<file path="src/verilog/exec_pkg.sv">
// execute stage types, operation encodings and unit latencies
package exec_pkg;

  // datapath
  localparam int XLEN = 32;
  typedef logic [XLEN-1:0] word_t;

  // completion buffer and register file indices
  localparam int NUM_CB_ENTRY = 16;
  typedef logic [$clog2(NUM_CB_ENTRY)-1:0] cb_idx_t;
  typedef logic [4:0] reg_idx_t;

  typedef enum logic [2:0] {
    FU_ALU    = 3'd0,
    FU_MUL    = 3'd1,
    FU_DIV    = 3'd2,
    FU_BRANCH = 3'd3,
    FU_JUMP   = 3'd4
  } fu_sel_t;

  // also picks the branch condition
  typedef enum logic [2:0] {
    ADD  = 3'd0,
    SUB  = 3'd1,
    AND  = 3'd2,
    OR   = 3'd3,
    XOR  = 3'd4,
    SLL  = 3'd5,
    SRL  = 3'd6,
    SLTU = 3'd7
  } alu_op_t;

  typedef enum logic {
    MUL   = 1'b0,
    MULHU = 1'b1
  } mul_op_t;

  typedef enum logic {
    DIVU = 1'b0,
    REMU = 1'b1
  } div_op_t;

  typedef enum logic {
    EXC_NONE       = 1'b0,
    EXC_MAL_TARGET = 1'b1
  } exc_t;

  // issue to writeback, in cycles
  localparam int MUL_STAGES = 3;
  localparam int DIV_CYCLES = XLEN + 1;

endpackage
</file>
<file path="src/verilog/exec_stage.sv">
// integer execute stage joining the ALU, branch, multiply and divide paths to one writeback port
`timescale 1ns/1ps

module exec_stage (
  input  logic                CLK,
  input  logic                nRST,
  input  logic                issue_valid,
  input  exec_pkg::fu_sel_t   fu_sel,
  input  exec_pkg::alu_op_t   alu_op,
  input  exec_pkg::mul_op_t   mul_op,
  input  exec_pkg::div_op_t   div_op,
  input  exec_pkg::word_t     port_a,
  input  exec_pkg::word_t     port_b,
  input  exec_pkg::word_t     imm,
  input  exec_pkg::word_t     pc,
  input  exec_pkg::word_t     pc4,
  input  logic                prediction,
  input  exec_pkg::cb_idx_t   tag,
  input  exec_pkg::reg_idx_t  rd,
  output logic                alu_block,
  output logic                div_busy,
  output logic                cb_valid,
  output exec_pkg::cb_idx_t   cb_tag,
  output exec_pkg::reg_idx_t  cb_rd,
  output exec_pkg::word_t     cb_wdata,
  output logic                cb_wen,
  output exec_pkg::exc_t      cb_exc,
  output logic                redirect_valid,
  output exec_pkg::word_t     redirect_addr
);
  import exec_pkg::*;

  logic     mal_target;

  logic     alu_done;
  cb_idx_t  alu_tag;
  reg_idx_t alu_rd;
  word_t    alu_wdata;
  logic     alu_wen;
  exc_t     alu_exc;

  logic     mul_done;
  cb_idx_t  mul_tag;
  reg_idx_t mul_rd;
  word_t    mul_wdata;

  logic     div_done;
  cb_idx_t  div_tag;
  reg_idx_t div_rd;
  word_t    div_wdata;
  logic     div_grant;

  branch_resolve branch_resolve_inst (
    .CLK            (CLK),
    .nRST           (nRST),
    .issue_valid    (issue_valid),
    .fu_sel         (fu_sel),
    .alu_op         (alu_op),
    .port_a         (port_a),
    .port_b         (port_b),
    .imm            (imm),
    .pc             (pc),
    .pc4            (pc4),
    .prediction     (prediction),
    .redirect_valid (redirect_valid),
    .redirect_addr  (redirect_addr),
    .mal_target     (mal_target),
    .link_sel       ()
  );

  int_alu int_alu_inst (
    .CLK         (CLK),
    .nRST        (nRST),
    .issue_valid (issue_valid),
    .fu_sel      (fu_sel),
    .alu_op      (alu_op),
    .port_a      (port_a),
    .port_b      (port_b),
    .pc          (pc),
    .pc4         (pc4),
    .tag         (tag),
    .rd          (rd),
    .mal_target  (mal_target),
    .done        (alu_done),
    .tag_out     (alu_tag),
    .rd_out      (alu_rd),
    .wdata       (alu_wdata),
    .wen         (alu_wen),
    .exc         (alu_exc)
  );

  // stage-two valid doubles as the ALU issue block
  mul_pipe mul_pipe_inst (
    .CLK         (CLK),
    .nRST        (nRST),
    .issue_valid (issue_valid),
    .fu_sel      (fu_sel),
    .mul_op      (mul_op),
    .port_a      (port_a),
    .port_b      (port_b),
    .tag         (tag),
    .rd          (rd),
    .done        (mul_done),
    .tag_out     (mul_tag),
    .rd_out      (mul_rd),
    .wdata       (mul_wdata),
    .near_done   (alu_block)
  );

  div_iter div_iter_inst (
    .CLK         (CLK),
    .nRST        (nRST),
    .issue_valid (issue_valid),
    .fu_sel      (fu_sel),
    .div_op      (div_op),
    .port_a      (port_a),
    .port_b      (port_b),
    .tag         (tag),
    .rd          (rd),
    .grant       (div_grant),
    .busy        (div_busy),
    .done        (div_done),
    .tag_out     (div_tag),
    .rd_out      (div_rd),
    .wdata       (div_wdata)
  );

  wb_arbiter wb_arbiter_inst (
    .CLK       (CLK),
    .nRST      (nRST),
    .alu_done  (alu_done),
    .alu_tag   (alu_tag),
    .alu_rd    (alu_rd),
    .alu_wdata (alu_wdata),
    .alu_wen   (alu_wen),
    .alu_exc   (alu_exc),
    .mul_done  (mul_done),
    .mul_tag   (mul_tag),
    .mul_rd    (mul_rd),
    .mul_wdata (mul_wdata),
    .div_done  (div_done),
    .div_tag   (div_tag),
    .div_rd    (div_rd),
    .div_wdata (div_wdata),
    .div_grant (div_grant),
    .cb_valid  (cb_valid),
    .cb_tag    (cb_tag),
    .cb_rd     (cb_rd),
    .cb_wdata  (cb_wdata),
    .cb_wen    (cb_wen),
    .cb_exc    (cb_exc)
  );

endmodule

</file>
<file path="src/verilog/wb_arbiter.sv">
// fixed-priority completion select, multiplier then ALU then divider
`timescale 1ns/1ps

module wb_arbiter (
  input  logic                CLK,
  input  logic                nRST,
  input  logic                alu_done,
  input  exec_pkg::cb_idx_t   alu_tag,
  input  exec_pkg::reg_idx_t  alu_rd,
  input  exec_pkg::word_t     alu_wdata,
  input  logic                alu_wen,
  input  exec_pkg::exc_t      alu_exc,
  input  logic                mul_done,
  input  exec_pkg::cb_idx_t   mul_tag,
  input  exec_pkg::reg_idx_t  mul_rd,
  input  exec_pkg::word_t     mul_wdata,
  input  logic                div_done,
  input  exec_pkg::cb_idx_t   div_tag,
  input  exec_pkg::reg_idx_t  div_rd,
  input  exec_pkg::word_t     div_wdata,
  output logic                div_grant,
  output logic                cb_valid,
  output exec_pkg::cb_idx_t   cb_tag,
  output exec_pkg::reg_idx_t  cb_rd,
  output exec_pkg::word_t     cb_wdata,
  output logic                cb_wen,
  output exec_pkg::exc_t      cb_exc
);
  import exec_pkg::*;

  logic div_grant_q;
  logic div_ready;

  // one grant per divide result
  assign div_ready = div_done && !div_grant_q;
  assign div_grant = div_ready && !mul_done && !alu_done;

  always_ff @(posedge CLK or negedge nRST) begin
    if (!nRST) begin
      div_grant_q <= 1'b0;
    end else begin
      div_grant_q <= div_grant;
    end
  end

  always_comb begin
    cb_valid = 1'b0;
    cb_tag   = '0;
    cb_rd    = '0;
    cb_wdata = '0;
    cb_wen   = 1'b0;
    cb_exc   = EXC_NONE;
    if (mul_done) begin
      cb_valid = 1'b1;
      cb_tag   = mul_tag;
      cb_rd    = mul_rd;
      cb_wdata = mul_wdata;
      cb_wen   = 1'b1;
    end else if (alu_done) begin
      cb_valid = 1'b1;
      cb_tag   = alu_tag;
      cb_rd    = alu_rd;
      cb_wdata = alu_wdata;
      cb_wen   = alu_wen;
      cb_exc   = alu_exc;
    end else if (div_ready) begin
      cb_valid = 1'b1;
      cb_tag   = div_tag;
      cb_rd    = div_rd;
      cb_wdata = div_wdata;
      cb_wen   = 1'b1;
    end
  end

endmodule

</file>
<file path="src/verilog/div_iter.sv">
// radix-2 restoring unsigned divider that holds its result until granted
`timescale 1ns/1ps

module div_iter (
  input  logic                CLK,
  input  logic                nRST,
  input  logic                issue_valid,
  input  exec_pkg::fu_sel_t   fu_sel,
  input  exec_pkg::div_op_t   div_op,
  input  exec_pkg::word_t     port_a,
  input  exec_pkg::word_t     port_b,
  input  exec_pkg::cb_idx_t   tag,
  input  exec_pkg::reg_idx_t  rd,
  input  logic                grant,
  output logic                busy,
  output logic                done,
  output exec_pkg::cb_idx_t   tag_out,
  output exec_pkg::reg_idx_t  rd_out,
  output exec_pkg::word_t     wdata
);
  import exec_pkg::*;

  localparam int CNT_W = $clog2(DIV_CYCLES);

  logic             start;
  logic             running;
  logic             done_q;
  logic [CNT_W-1:0] cnt;
  word_t            acc;
  word_t            quo;
  word_t            dvsr;
  div_op_t          op_q;
  cb_idx_t          tag_q;
  reg_idx_t         rd_q;
  logic [XLEN:0]    shifted;
  logic [XLEN+1:0]  trial;

  assign start = issue_valid && (fu_sel == FU_DIV);

  // partial remainder with next dividend bit shifted in
  assign shifted = {acc, quo[XLEN-1]};
  assign trial   = {1'b0, shifted} - {2'b00, dvsr};

  // one step per cycle after the load, done on the last step
  always_ff @(posedge CLK or negedge nRST) begin
    if (!nRST) begin
      running <= 1'b0;
      done_q  <= 1'b0;
      cnt     <= '0;
    end else if (start) begin
      running <= 1'b1;
      done_q  <= 1'b0;
      cnt     <= CNT_W'(DIV_CYCLES - 1);
    end else if (running) begin
      cnt <= cnt - 1'b1;
      if (cnt == CNT_W'(1)) begin
        running <= 1'b0;
        done_q  <= 1'b1;
      end
    end else if (grant) begin
      done_q <= 1'b0;
    end
  end

  // a zero divisor always subtracts, so the quotient ends all ones
  // and the remainder ends as the dividend
  always_ff @(posedge CLK) begin
    if (start) begin
      acc   <= '0;
      quo   <= port_a;
      dvsr  <= port_b;
      op_q  <= div_op;
      tag_q <= tag;
      rd_q  <= rd;
    end else if (running) begin
      if (!trial[XLEN+1]) begin
        acc <= trial[XLEN-1:0];
        quo <= {quo[XLEN-2:0], 1'b1};
      end else begin
        acc <= shifted[XLEN-1:0];
        quo <= {quo[XLEN-2:0], 1'b0};
      end
    end
  end

  assign busy    = running || done_q;
  assign done    = done_q;
  assign tag_out = tag_q;
  assign rd_out  = rd_q;
  assign wdata   = (op_q == REMU) ? acc : quo;

endmodule

</file>
<file path="src/verilog/mul_pipe.sv">
// three-stage unsigned multiplier with tag and destination carried per stage
`timescale 1ns/1ps

module mul_pipe (
  input  logic                CLK,
  input  logic                nRST,
  input  logic                issue_valid,
  input  exec_pkg::fu_sel_t   fu_sel,
  input  exec_pkg::mul_op_t   mul_op,
  input  exec_pkg::word_t     port_a,
  input  exec_pkg::word_t     port_b,
  input  exec_pkg::cb_idx_t   tag,
  input  exec_pkg::reg_idx_t  rd,
  output logic                done,
  output exec_pkg::cb_idx_t   tag_out,
  output exec_pkg::reg_idx_t  rd_out,
  output exec_pkg::word_t     wdata,
  output logic                near_done
);
  import exec_pkg::*;

  logic                  start;
  logic [MUL_STAGES-1:0] vld;
  cb_idx_t               tag_pipe [MUL_STAGES];
  reg_idx_t              rd_pipe  [MUL_STAGES];
  word_t                 a_q;
  word_t                 b_q;
  mul_op_t               op_s1;
  mul_op_t               op_s2;
  logic [2*XLEN-1:0]     prod_q;
  word_t                 res_q;

  assign start = issue_valid && (fu_sel == FU_MUL);

  // vld[0] is stage one
  always_ff @(posedge CLK or negedge nRST) begin
    if (!nRST) begin
      vld <= '0;
    end else begin
      vld <= {vld[MUL_STAGES-2:0], start};
    end
  end

  always_ff @(posedge CLK) begin
    tag_pipe[0] <= tag;
    rd_pipe[0]  <= rd;
    for (int i = 1; i < MUL_STAGES; i++) begin
      tag_pipe[i] <= tag_pipe[i-1];
      rd_pipe[i]  <= rd_pipe[i-1];
    end
  end

  // operands, then full product, then word select
  always_ff @(posedge CLK) begin
    if (start) begin
      a_q   <= port_a;
      b_q   <= port_b;
      op_s1 <= mul_op;
    end
    prod_q <= {{XLEN{1'b0}}, a_q} * {{XLEN{1'b0}}, b_q};
    op_s2  <= op_s1;
    res_q  <= (op_s2 == MULHU) ? prod_q[2*XLEN-1:XLEN] : prod_q[XLEN-1:0];
  end

  assign done      = vld[MUL_STAGES-1];
  assign near_done = vld[MUL_STAGES-2];
  assign tag_out   = tag_pipe[MUL_STAGES-1];
  assign rd_out    = rd_pipe[MUL_STAGES-1];
  assign wdata     = res_q;

endmodule

</file>
<file path="src/verilog/int_alu.sv">
// single-cycle integer ALU holding one writeback entry for ALU, branch and jump issues
`timescale 1ns/1ps

module int_alu (
  input  logic                CLK,
  input  logic                nRST,
  input  logic                issue_valid,
  input  exec_pkg::fu_sel_t   fu_sel,
  input  exec_pkg::alu_op_t   alu_op,
  input  exec_pkg::word_t     port_a,
  input  exec_pkg::word_t     port_b,
  input  exec_pkg::word_t     pc,
  input  exec_pkg::word_t     pc4,
  input  exec_pkg::cb_idx_t   tag,
  input  exec_pkg::reg_idx_t  rd,
  input  logic                mal_target,
  output logic                done,
  output exec_pkg::cb_idx_t   tag_out,
  output exec_pkg::reg_idx_t  rd_out,
  output exec_pkg::word_t     wdata,
  output logic                wen,
  output exec_pkg::exc_t      exc
);
  import exec_pkg::*;

  logic  start;
  logic  is_branch;
  logic  is_jump;
  word_t alu_res;

  assign is_branch = (fu_sel == FU_BRANCH);
  assign is_jump   = (fu_sel == FU_JUMP);
  assign start     = issue_valid && ((fu_sel == FU_ALU) || is_branch || is_jump);

  always_comb begin
    case (alu_op)
      ADD:     alu_res = port_a + port_b;
      SUB:     alu_res = port_a - port_b;
      AND:     alu_res = port_a & port_b;
      OR:      alu_res = port_a | port_b;
      XOR:     alu_res = port_a ^ port_b;
      SLL:     alu_res = port_a << port_b[4:0];
      SRL:     alu_res = port_a >> port_b[4:0];
      SLTU:    alu_res = word_t'(port_a < port_b);
      default: alu_res = '0;
    endcase
  end

  always_ff @(posedge CLK or negedge nRST) begin
    if (!nRST) begin
      done <= 1'b0;
    end else begin
      done <= start;
    end
  end

  // faulting branch or jump reports its own pc
  always_ff @(posedge CLK) begin
    if (start) begin
      tag_out <= tag;
      rd_out  <= rd;
      wdata   <= mal_target ? pc : (is_jump ? pc4 : alu_res);
      wen     <= !is_branch && !mal_target;
      exc     <= mal_target ? EXC_MAL_TARGET : EXC_NONE;
    end
  end

endmodule

</file>
<file path="src/verilog/branch_resolve.sv">
// branch and jump resolution with target alignment check and registered redirect
`timescale 1ns/1ps

module branch_resolve (
  input  logic               CLK,
  input  logic               nRST,
  input  logic               issue_valid,
  input  exec_pkg::fu_sel_t  fu_sel,
  input  exec_pkg::alu_op_t  alu_op,
  input  exec_pkg::word_t    port_a,
  input  exec_pkg::word_t    port_b,
  input  exec_pkg::word_t    imm,
  input  exec_pkg::word_t    pc,
  input  exec_pkg::word_t    pc4,
  input  logic               prediction,
  output logic               redirect_valid,
  output exec_pkg::word_t    redirect_addr,
  output logic               mal_target,
  output logic               link_sel
);
  import exec_pkg::*;

  logic  is_branch;
  logic  is_jump;
  logic  taken;
  word_t branch_target;
  word_t jump_target;
  word_t target;

  assign is_branch = issue_valid && (fu_sel == FU_BRANCH);
  assign is_jump   = issue_valid && (fu_sel == FU_JUMP);

  // condition reuses the alu_op encoding
  always_comb begin
    case (alu_op)
      ADD:     taken = (port_a == port_b);
      SUB:     taken = (port_a != port_b);
      AND:     taken = ($signed(port_a) < $signed(port_b));
      OR:      taken = ($signed(port_a) >= $signed(port_b));
      XOR:     taken = (port_a < port_b);
      SLL:     taken = (port_a >= port_b);
      default: taken = 1'b0;
    endcase
  end

  assign branch_target = pc + imm;
  // jal is pc relative, jalr clears bit 0
  assign jump_target   = (alu_op == ADD) ? (pc + imm) : ((port_a + imm) & ~word_t'(1));
  assign target        = is_jump ? jump_target : branch_target;

  assign mal_target = (is_branch || is_jump) && (target[1:0] != 2'b00);
  assign link_sel   = (is_branch || is_jump) && !mal_target;

  always_ff @(posedge CLK or negedge nRST) begin
    if (!nRST) begin
      redirect_valid <= 1'b0;
    end else begin
      redirect_valid <= link_sel && (is_jump || (taken != prediction));
    end
  end

  // not-taken branches fall through to pc4
  always_ff @(posedge CLK) begin
    if (link_sel) begin
      redirect_addr <= (is_jump || taken) ? target : pc4;
    end
  end

endmodule

</file>
<file path="config.mk">
export PLATFORM = sky130hd
export DESIGN_NAME = exec_stage
export DESIGN_NICKNAME = d
export VERILOG_FILES = /design/src/verilog/exec_pkg.sv /design/src/verilog/exec_stage.sv /design/src/verilog/wb_arbiter.sv /design/src/verilog/div_iter.sv /design/src/verilog/mul_pipe.sv /design/src/verilog/int_alu.sv /design/src/verilog/branch_resolve.sv
export SDC_FILE = /design/constraint.sdc
export NUM_CORES = 2
export LEC_CHECK = 0
export BUFFER_PORTS_ARGS = -buffer_cell sky130_fd_sc_hd__buf_2
export CAP_MARGIN = 20
export CELL_PAD_IN_SITES_DETAIL_PLACEMENT = 0
export CELL_PAD_IN_SITES_GLOBAL_PLACEMENT = 2
export CORE_MARGIN = 2
export CORE_UTILIZATION = 40
export DETAILED_ROUTE_END_ITERATION = 8
export HOLD_SLACK_MARGIN = 0.02
export PLACE_DENSITY = 0.87
export SYNTH_ARGS = -nofsm -noshare
export SYNTH_HDL_FRONTEND = slang
export SYNTH_SLANG_ARGS = --single-unit
</file>
<file path="constraint.sdc">
create_clock -name CLK -period 21.7 [get_ports CLK]
set_input_delay 1.085 -clock CLK [delete_from_list [all_inputs] [get_ports CLK]]
set_output_delay 1.085 -clock CLK [all_outputs]
set_load 0.02 [all_outputs]
</file>
## After elaboration in Yosys (flattened, before gate mapping)

Memory sizes are Yosys's and may differ from the RTL's.
Cells that the tools add are included.

- $add $sub $neg: 6
- Multiply operators: 1
- $lt $le $gt $ge: 4
- Eq/ne operators: 16
- Shifts and indexed selects: 2
- Mux-type cells: 39
- Bitwise gates (word level): 3
- Reductions and logical operators: 29

Operator list:

| operator | number |
|---|---|
| 32-bit 2-to-1 mux | 13 |
| 32-bit one-hot mux with 8 select lines | 1 |
| 32-bit adder | 3 |
| 32-bit >= comparator | 2 |
| 32-bit less-than comparator | 2 |
| 32-bit by 32-bit multiplier with 64-bit output | 1 |
| 33-bit by 32-bit subtractor with 34-bit output | 1 |
| 32-bit AND | 1 |
| 32-bit == test | 1 |
| 32-bit != test | 1 |
| 32-bit bitwise OR | 1 |
| 32-bit by 5-bit left shift with 32-bit output | 1 |
| 32-bit by 5-bit >> shifter with 32-bit output | 1 |
| 32-bit subtractor | 1 |
| 32-bit XOR | 1 |
| 1-bit 2-to-1 mux | 16 |
| 3-bit == test (second input constant) | 5 |
| 5-bit 2-to-1 mux | 3 |
| 3-bit by 2-bit == test with 1-bit output (second input constant) | 4 |
| 1-bit logical AND | 12 |
| 4-bit 2-to-1 mux | 3 |
| 6-bit 2-to-1 mux | 2 |
| 3-bit by 1-bit == test with 1-bit output (second input constant) | 2 |
| 6-bit by 1-bit == test with 1-bit output (second input constant) | 1 |
| 10 further kinds | 21 |

- Register bits after elaboration: 357
- RAM bits: 27
- Input port bits: 181
- Output and inout port bits: 79
- Word-level logic and storage cells: 127
- Memories kept: 2

Memories:

| name | depth | bits a word | rd ports | clocked after Yosys merged registers in | wr ports | RTL line | source |
|---|---|---|---|---|---|---|---|
| mul_pipe_inst.rd_pipe | 3 | 5 | 3 | 0 | 3 | mul_pipe.sv:25 | `reg_idx_t rd_pipe [MUL_STAGES];` |
| mul_pipe_inst.tag_pipe | 3 | 4 | 3 | 0 | 3 | mul_pipe.sv:24 | `cb_idx_t tag_pipe [MUL_STAGES];` |

## Logic depth before layout (Yosys ltp)

- Depth after elaboration: 8
- Gate-level depth with buffers: 30
- Mapped depth without buffers: 28

## Modules after synthesis

Synthesis repeated with hierarchy kept, for this count alone.

- Cells, all modules: 6,864
- Area total of the unflattened synthesis: 61,999.5 sq um

Modules (own cells, without submodules):

| module | instances | cells each | area each (sq um) | sequential area each (sq um) |
|---|---|---|---|---|
| mul_pipe | 1 | 3,942 | 38,471.9 | 4,509.3 |
| int_alu | 1 | 1,396 | 10,259.8 | 1,316.3 |
| div_iter | 1 | 670 | 6,598.8 | 3,062.9 |
| branch_resolve | 1 | 751 | 5,763.0 | 985.9 |
| wb_arbiter | 1 | 105 | 905.9 | 25.0 |

## Worst setup path after synthesis

No wires, ideal clock.

- Kind: input to register
- From: input port fu_sel[2]
- To: register mul_pipe_inst.vld[0]
- Library setup time: 0.763 ns
- Arrival: 7.413 ns
- Data required time: 20.937 ns
- Setup slack: 13.524 ns
- Stages on the path: 1
- Buffers on the path: 0
- Cell sequence: nor4bb_1

- Longest elaborated chain between the ends: 2

RTL lines:

| element | RTL line | source |
|---|---|---|
| from (decl) | exec_stage.sv:8 | `input exec_pkg::fu_sel_t fu_sel,` |
| 3-bit by 1-bit == test with 1-bit output | mul_pipe.sv:33 | `assign start = issue_valid && (fu_sel == FU_MUL);` |
| 1-bit logical AND | mul_pipe.sv:33 |  |
| to (signal assigned) | mul_pipe.sv:40 | `vld <= {vld[MUL_STAGES-2:0], start};` |
| to (decl) | mul_pipe.sv:23 | `logic [MUL_STAGES-1:0] vld;` |

Every way passes these cells.
A chain may end at the register's enable or synchronous reset.

## Worst setup path in the final report

- From: register mul_pipe_inst.a_q[19]
- To: register mul_pipe_inst.prod_q[40]

- Longest elaborated chain between the ends: 1

RTL lines:

| element | RTL line | source |
|---|---|---|
| from (decl) | mul_pipe.sv:26 | `word_t a_q;` |
| from (signal assigned) | mul_pipe.sv:56 | `a_q <= port_a;` |
| 32-bit by 32-bit multiplier with 64-bit output | mul_pipe.sv:60 | `prod_q <= {{XLEN{1'b0}}, a_q} * {{XLEN{1'b0}}, b_q};` |
| to (signal assigned) | mul_pipe.sv:60 |  |
| to (decl) | mul_pipe.sv:30 | `logic [2*XLEN-1:0] prod_q;` |

Every way passes these cells.

==> impl_metrics.ini <==
[drt]
dr.pass1.iters = 7
route.antenna.remaining_nets = 0
drtIter0Drc = 3804
remaining_drc_errors = 0
vias = 48630
routed_via_density = 5.661
drt_wl_total_um = 210600
avgRoutedWirePerCell_um = 24.52

[setup_path]
path_class = register to register
worst_ep_required_time_ns = 22.16
end_kind = register
reg2reg_depth = 24
timing.rr.start = mul_pipe_inst.a_q[19]
reg2reg_slack_ns = 13.57
start_kind = register
cp-startpoint = mul_pipe_inst.a_q[19]
crit_end = mul_pipe_inst.prod_q[40]
arrival_ns = 8.59
timing.rr.end = mul_pipe_inst.prod_q[40]
cp_max_fo = 25

[hold_path]
hold_path.class = register to register

[logic_synthesis]
ys.warnings.count = 0
synth_largest_area_cell = fa_1
synth_cell_types = 91
synth_seq_cells = 384
netlist_area_um2 = 59780
synthArstFlopShare = 0.03646
ys_dominant_reg_cell = edfxtp_1
synth_top_area_frac = 0.3017
synth_edf_count = 214
syn-num-nets = 8092
synth-seq-area-share = 0.1656
avgSynthCellArea_um2 = 9.120
synthTopCellsByArea = fa_1 (30%), edfxtp_1 (11%), ha_1 (9.5%)
syn_inst = 6555

[timing]
maxSlewViolCount = 0
hold_viol = 0
worst_pin_slew_ns = 1.301
setup_tns_ns = 0
period_share = 0.3745
period_needed_ns = 8.126
rsz0062_at_grt = false
skew_ns = 0.03273
finalSetupViolCount = 0
max_freq_mhz = 123.1
relSlewSlack = 0.1238

[clock_network]
cts_tree = done
cts_buffer_depth = 3
hold_buffers = 0
ctsResizeCount = 0
root_buffer = clkbuf_16
htree_levels = 2
cts_buffers = 43
post_cts_buffers = 0
clock-sinks = 384
clock_latency_ns = 0.60
clk_pin_slew_ns = 0.06

[floorplan]
io_pins = 260
die_h_um = 390.6
rows = 141
die_area_um2 = 152600
start_util = 0.4039
fp.coreArea_um2 = 148000
die_width_um = 390.6

[grt]
grt_usage = 0.2783
antenna_found_initial = 15
grt_pass1_wl_um = 322100
first_global_vias = 51040
grt_overflow = 0
grt_start_max_net_pins = 83

[finish]
layout-drive-gt1-share = 0.09167
syn2layout_area_growth_pct = 8.221
nNetsFinal = 8156

[place]
numPortBuffers = 259
dp_hpwl_um = 166100
gp_congestion = 1.016

[flow_run]
drv_cap = 0

[outcome]
status = finished clean
## cells in the final DEF (no fill, tap or decap), types with 214 or more instances in the layout
cell type,synthesis,layout
fa_1,901,901
and2_1,616,616
o21ai_0,257,257
nor2_1,317,315
nand2_1,649,649
buf_2,25,257
inv_1,1057,1056
edfxtp_1,214,214
a21oi_1,309,309
ha_1,455,455
## critical path, cell delays in order (launching register included)
cell and delay (ns):
edfxtp_1 0.54, buf_4 0.37, and2_1 0.20, fa_1 0.42, inv_1 0.08, fa_1 0.43, fa_1 0.50, fa_1 0.55
inv_1 0.05, fa_1 0.48, fa_1 0.51, fa_1 0.53, inv_1 0.06, fa_1 0.49, inv_1 0.05, ha_1 0.38
nand2_1 0.12, nor3_1 0.28, nand3_1 0.15, nor3_1 0.20, a21oi_1 0.21, o31ai_1 0.58, a21oi_1 0.20, o21ai_0 0.26
xor2_1 0.33
## area by class of cell
class | count | area, µm²
sequential | 384 | 9902
fill | 14570 | 83320
clock buffer | 54 | 1224
multi-input combinational | 4748 | 44570
tap | 1930 | 2415
timing repair buffer | 382 | 2305
inverter | 1060 | 3979
clock inverter | 26 | 287.8
antenna | 6 | 15.01
## layer usage
layer,routed length (µm),up-vias,GRT usage,share of wire
met5,54,-,0,0.00026
met1,88790,24880,0.3731,0.42
li1,-,21460,-,-
met3,15160,369,0.04370,0.072
met4,9331,10,0.1078,0.044
met2,97260,1912,0.4513,0.46
## worst min-delay path by stage
stage                                       from  cells past startpoint                             to  slack, ns
floorplan            mul_pipe_inst.rd_pipe[0][5]                      0   mul_pipe_inst.rd_pipe[0][10]       0.31
global placement     mul_pipe_inst.rd_pipe[0][8]                      0   mul_pipe_inst.rd_pipe[0][13]       0.31
detailed placement   mul_pipe_inst.rd_pipe[0][8]                      0   mul_pipe_inst.rd_pipe[0][13]       0.31
CTS                 mul_pipe_inst.tag_pipe[0][6]                      0  mul_pipe_inst.tag_pipe[0][10]       0.33
global route        mul_pipe_inst.tag_pipe[0][5]                      0   mul_pipe_inst.tag_pipe[0][9]       0.33
finish              mul_pipe_inst.tag_pipe[0][6]                      0  mul_pipe_inst.tag_pipe[0][10]       0.33
## kinds of logic (layout without fill, tap and decap cells)
| kind of cell | after synthesis | in the layout | synth area share |
|---|---|---|---|
| AO/OA/AOI/OAI | 1122 | 1122 | 0.1202 |
| XOR/XNOR | 141 | 141 | 0.02066 |
| adder cells (fa/ha/maj) | 1356 | 1356 | 0.3969 |
| buffers and inverters | 1423 | 1522 | 0.09031 |
| flip-flops | 384 | 384 | 0.1656 |
| multiplexers | 192 | 192 | 0.04554 |
| other | 0 | 6 | 0 |
| AND/OR/NAND/NOR | 1937 | 1937 | 0.1608 |
## state kept, by name (all words and copies together), names as in the netlist, 3 cells and up
signal	cells
mul_pipe_inst.prod_q	64
branch_resolve_inst.redirect_addr	32
div_iter_inst.acc	32
div_iter_inst.dvsr	32
div_iter_inst.quo	32
int_alu_inst.wdata	32
mul_pipe_inst.a_q	32
mul_pipe_inst.b_q	32
mul_pipe_inst.wdata	32
mul_pipe_inst.rd_pipe	15
mul_pipe_inst.tag_pipe	12
div_iter_inst.cnt	6
div_iter_inst.rd_out	5
int_alu_inst.rd_out	5
div_iter_inst.tag_out	4
int_alu_inst.tag_out	4
mul_pipe_inst.vld	3
## cells in the mapped netlist, types with 23 or more instances
| master | instances |
|---|---|
| edfxtp_1 | 214 |
| o211ai_1 | 54 |
| o21a_1 | 26 |
| a211oi_1 | 52 |
| a21o_1 | 76 |
| o31ai_1 | 23 |
| nand4_1 | 29 |
| a22oi_1 | 51 |
| dfxtp_1 | 156 |
| nor2b_1 | 31 |
| nor2_1 | 317 |
| xnor2_1 | 92 |
| mux2_2 | 50 |
| a31oi_1 | 51 |
| mux2i_1 | 83 |
| ha_1 | 455 |
| inv_1 | 1057 |
| o21bai_1 | 37 |
| or3_1 | 23 |
| clkbuf_1 | 312 |
| nor3_1 | 76 |
| xor2_1 | 49 |
| buf_2 | 25 |
| a21oi_1 | 309 |
| nand2b_1 | 34 |
| mux4_2 | 59 |
| and2_1 | 616 |
| o21ai_0 | 257 |
| nand3_1 | 70 |
| fa_1 | 901 |
| nand2_1 | 649 |
## per-stage QoR
step | util | hold WS, ns | instances | setup WS (ns) | instance area (µm²)
finish | 0.4371 | 0.3260 | 8590 | 13.57 | 64700
global route | 0.4370 | 0.3323 | 8584 | 13.08 | 64680
CTS | 0.4364 | 0.3269 | 8581 | 13.16 | 64600
detailed placement | 0.4262 | 0.3121 | 8501 | 13.24 | 63090
global placement | 0.4260 | 0.3100 | 8500 | 13.25 | 63060
floorplan | - | 0.3096 | 6555 | 13.52 | 59780
Power is left out: the tool's default activity adds up to more than one toggle a clock period on the data nets, which glitch-free logic cannot reach.
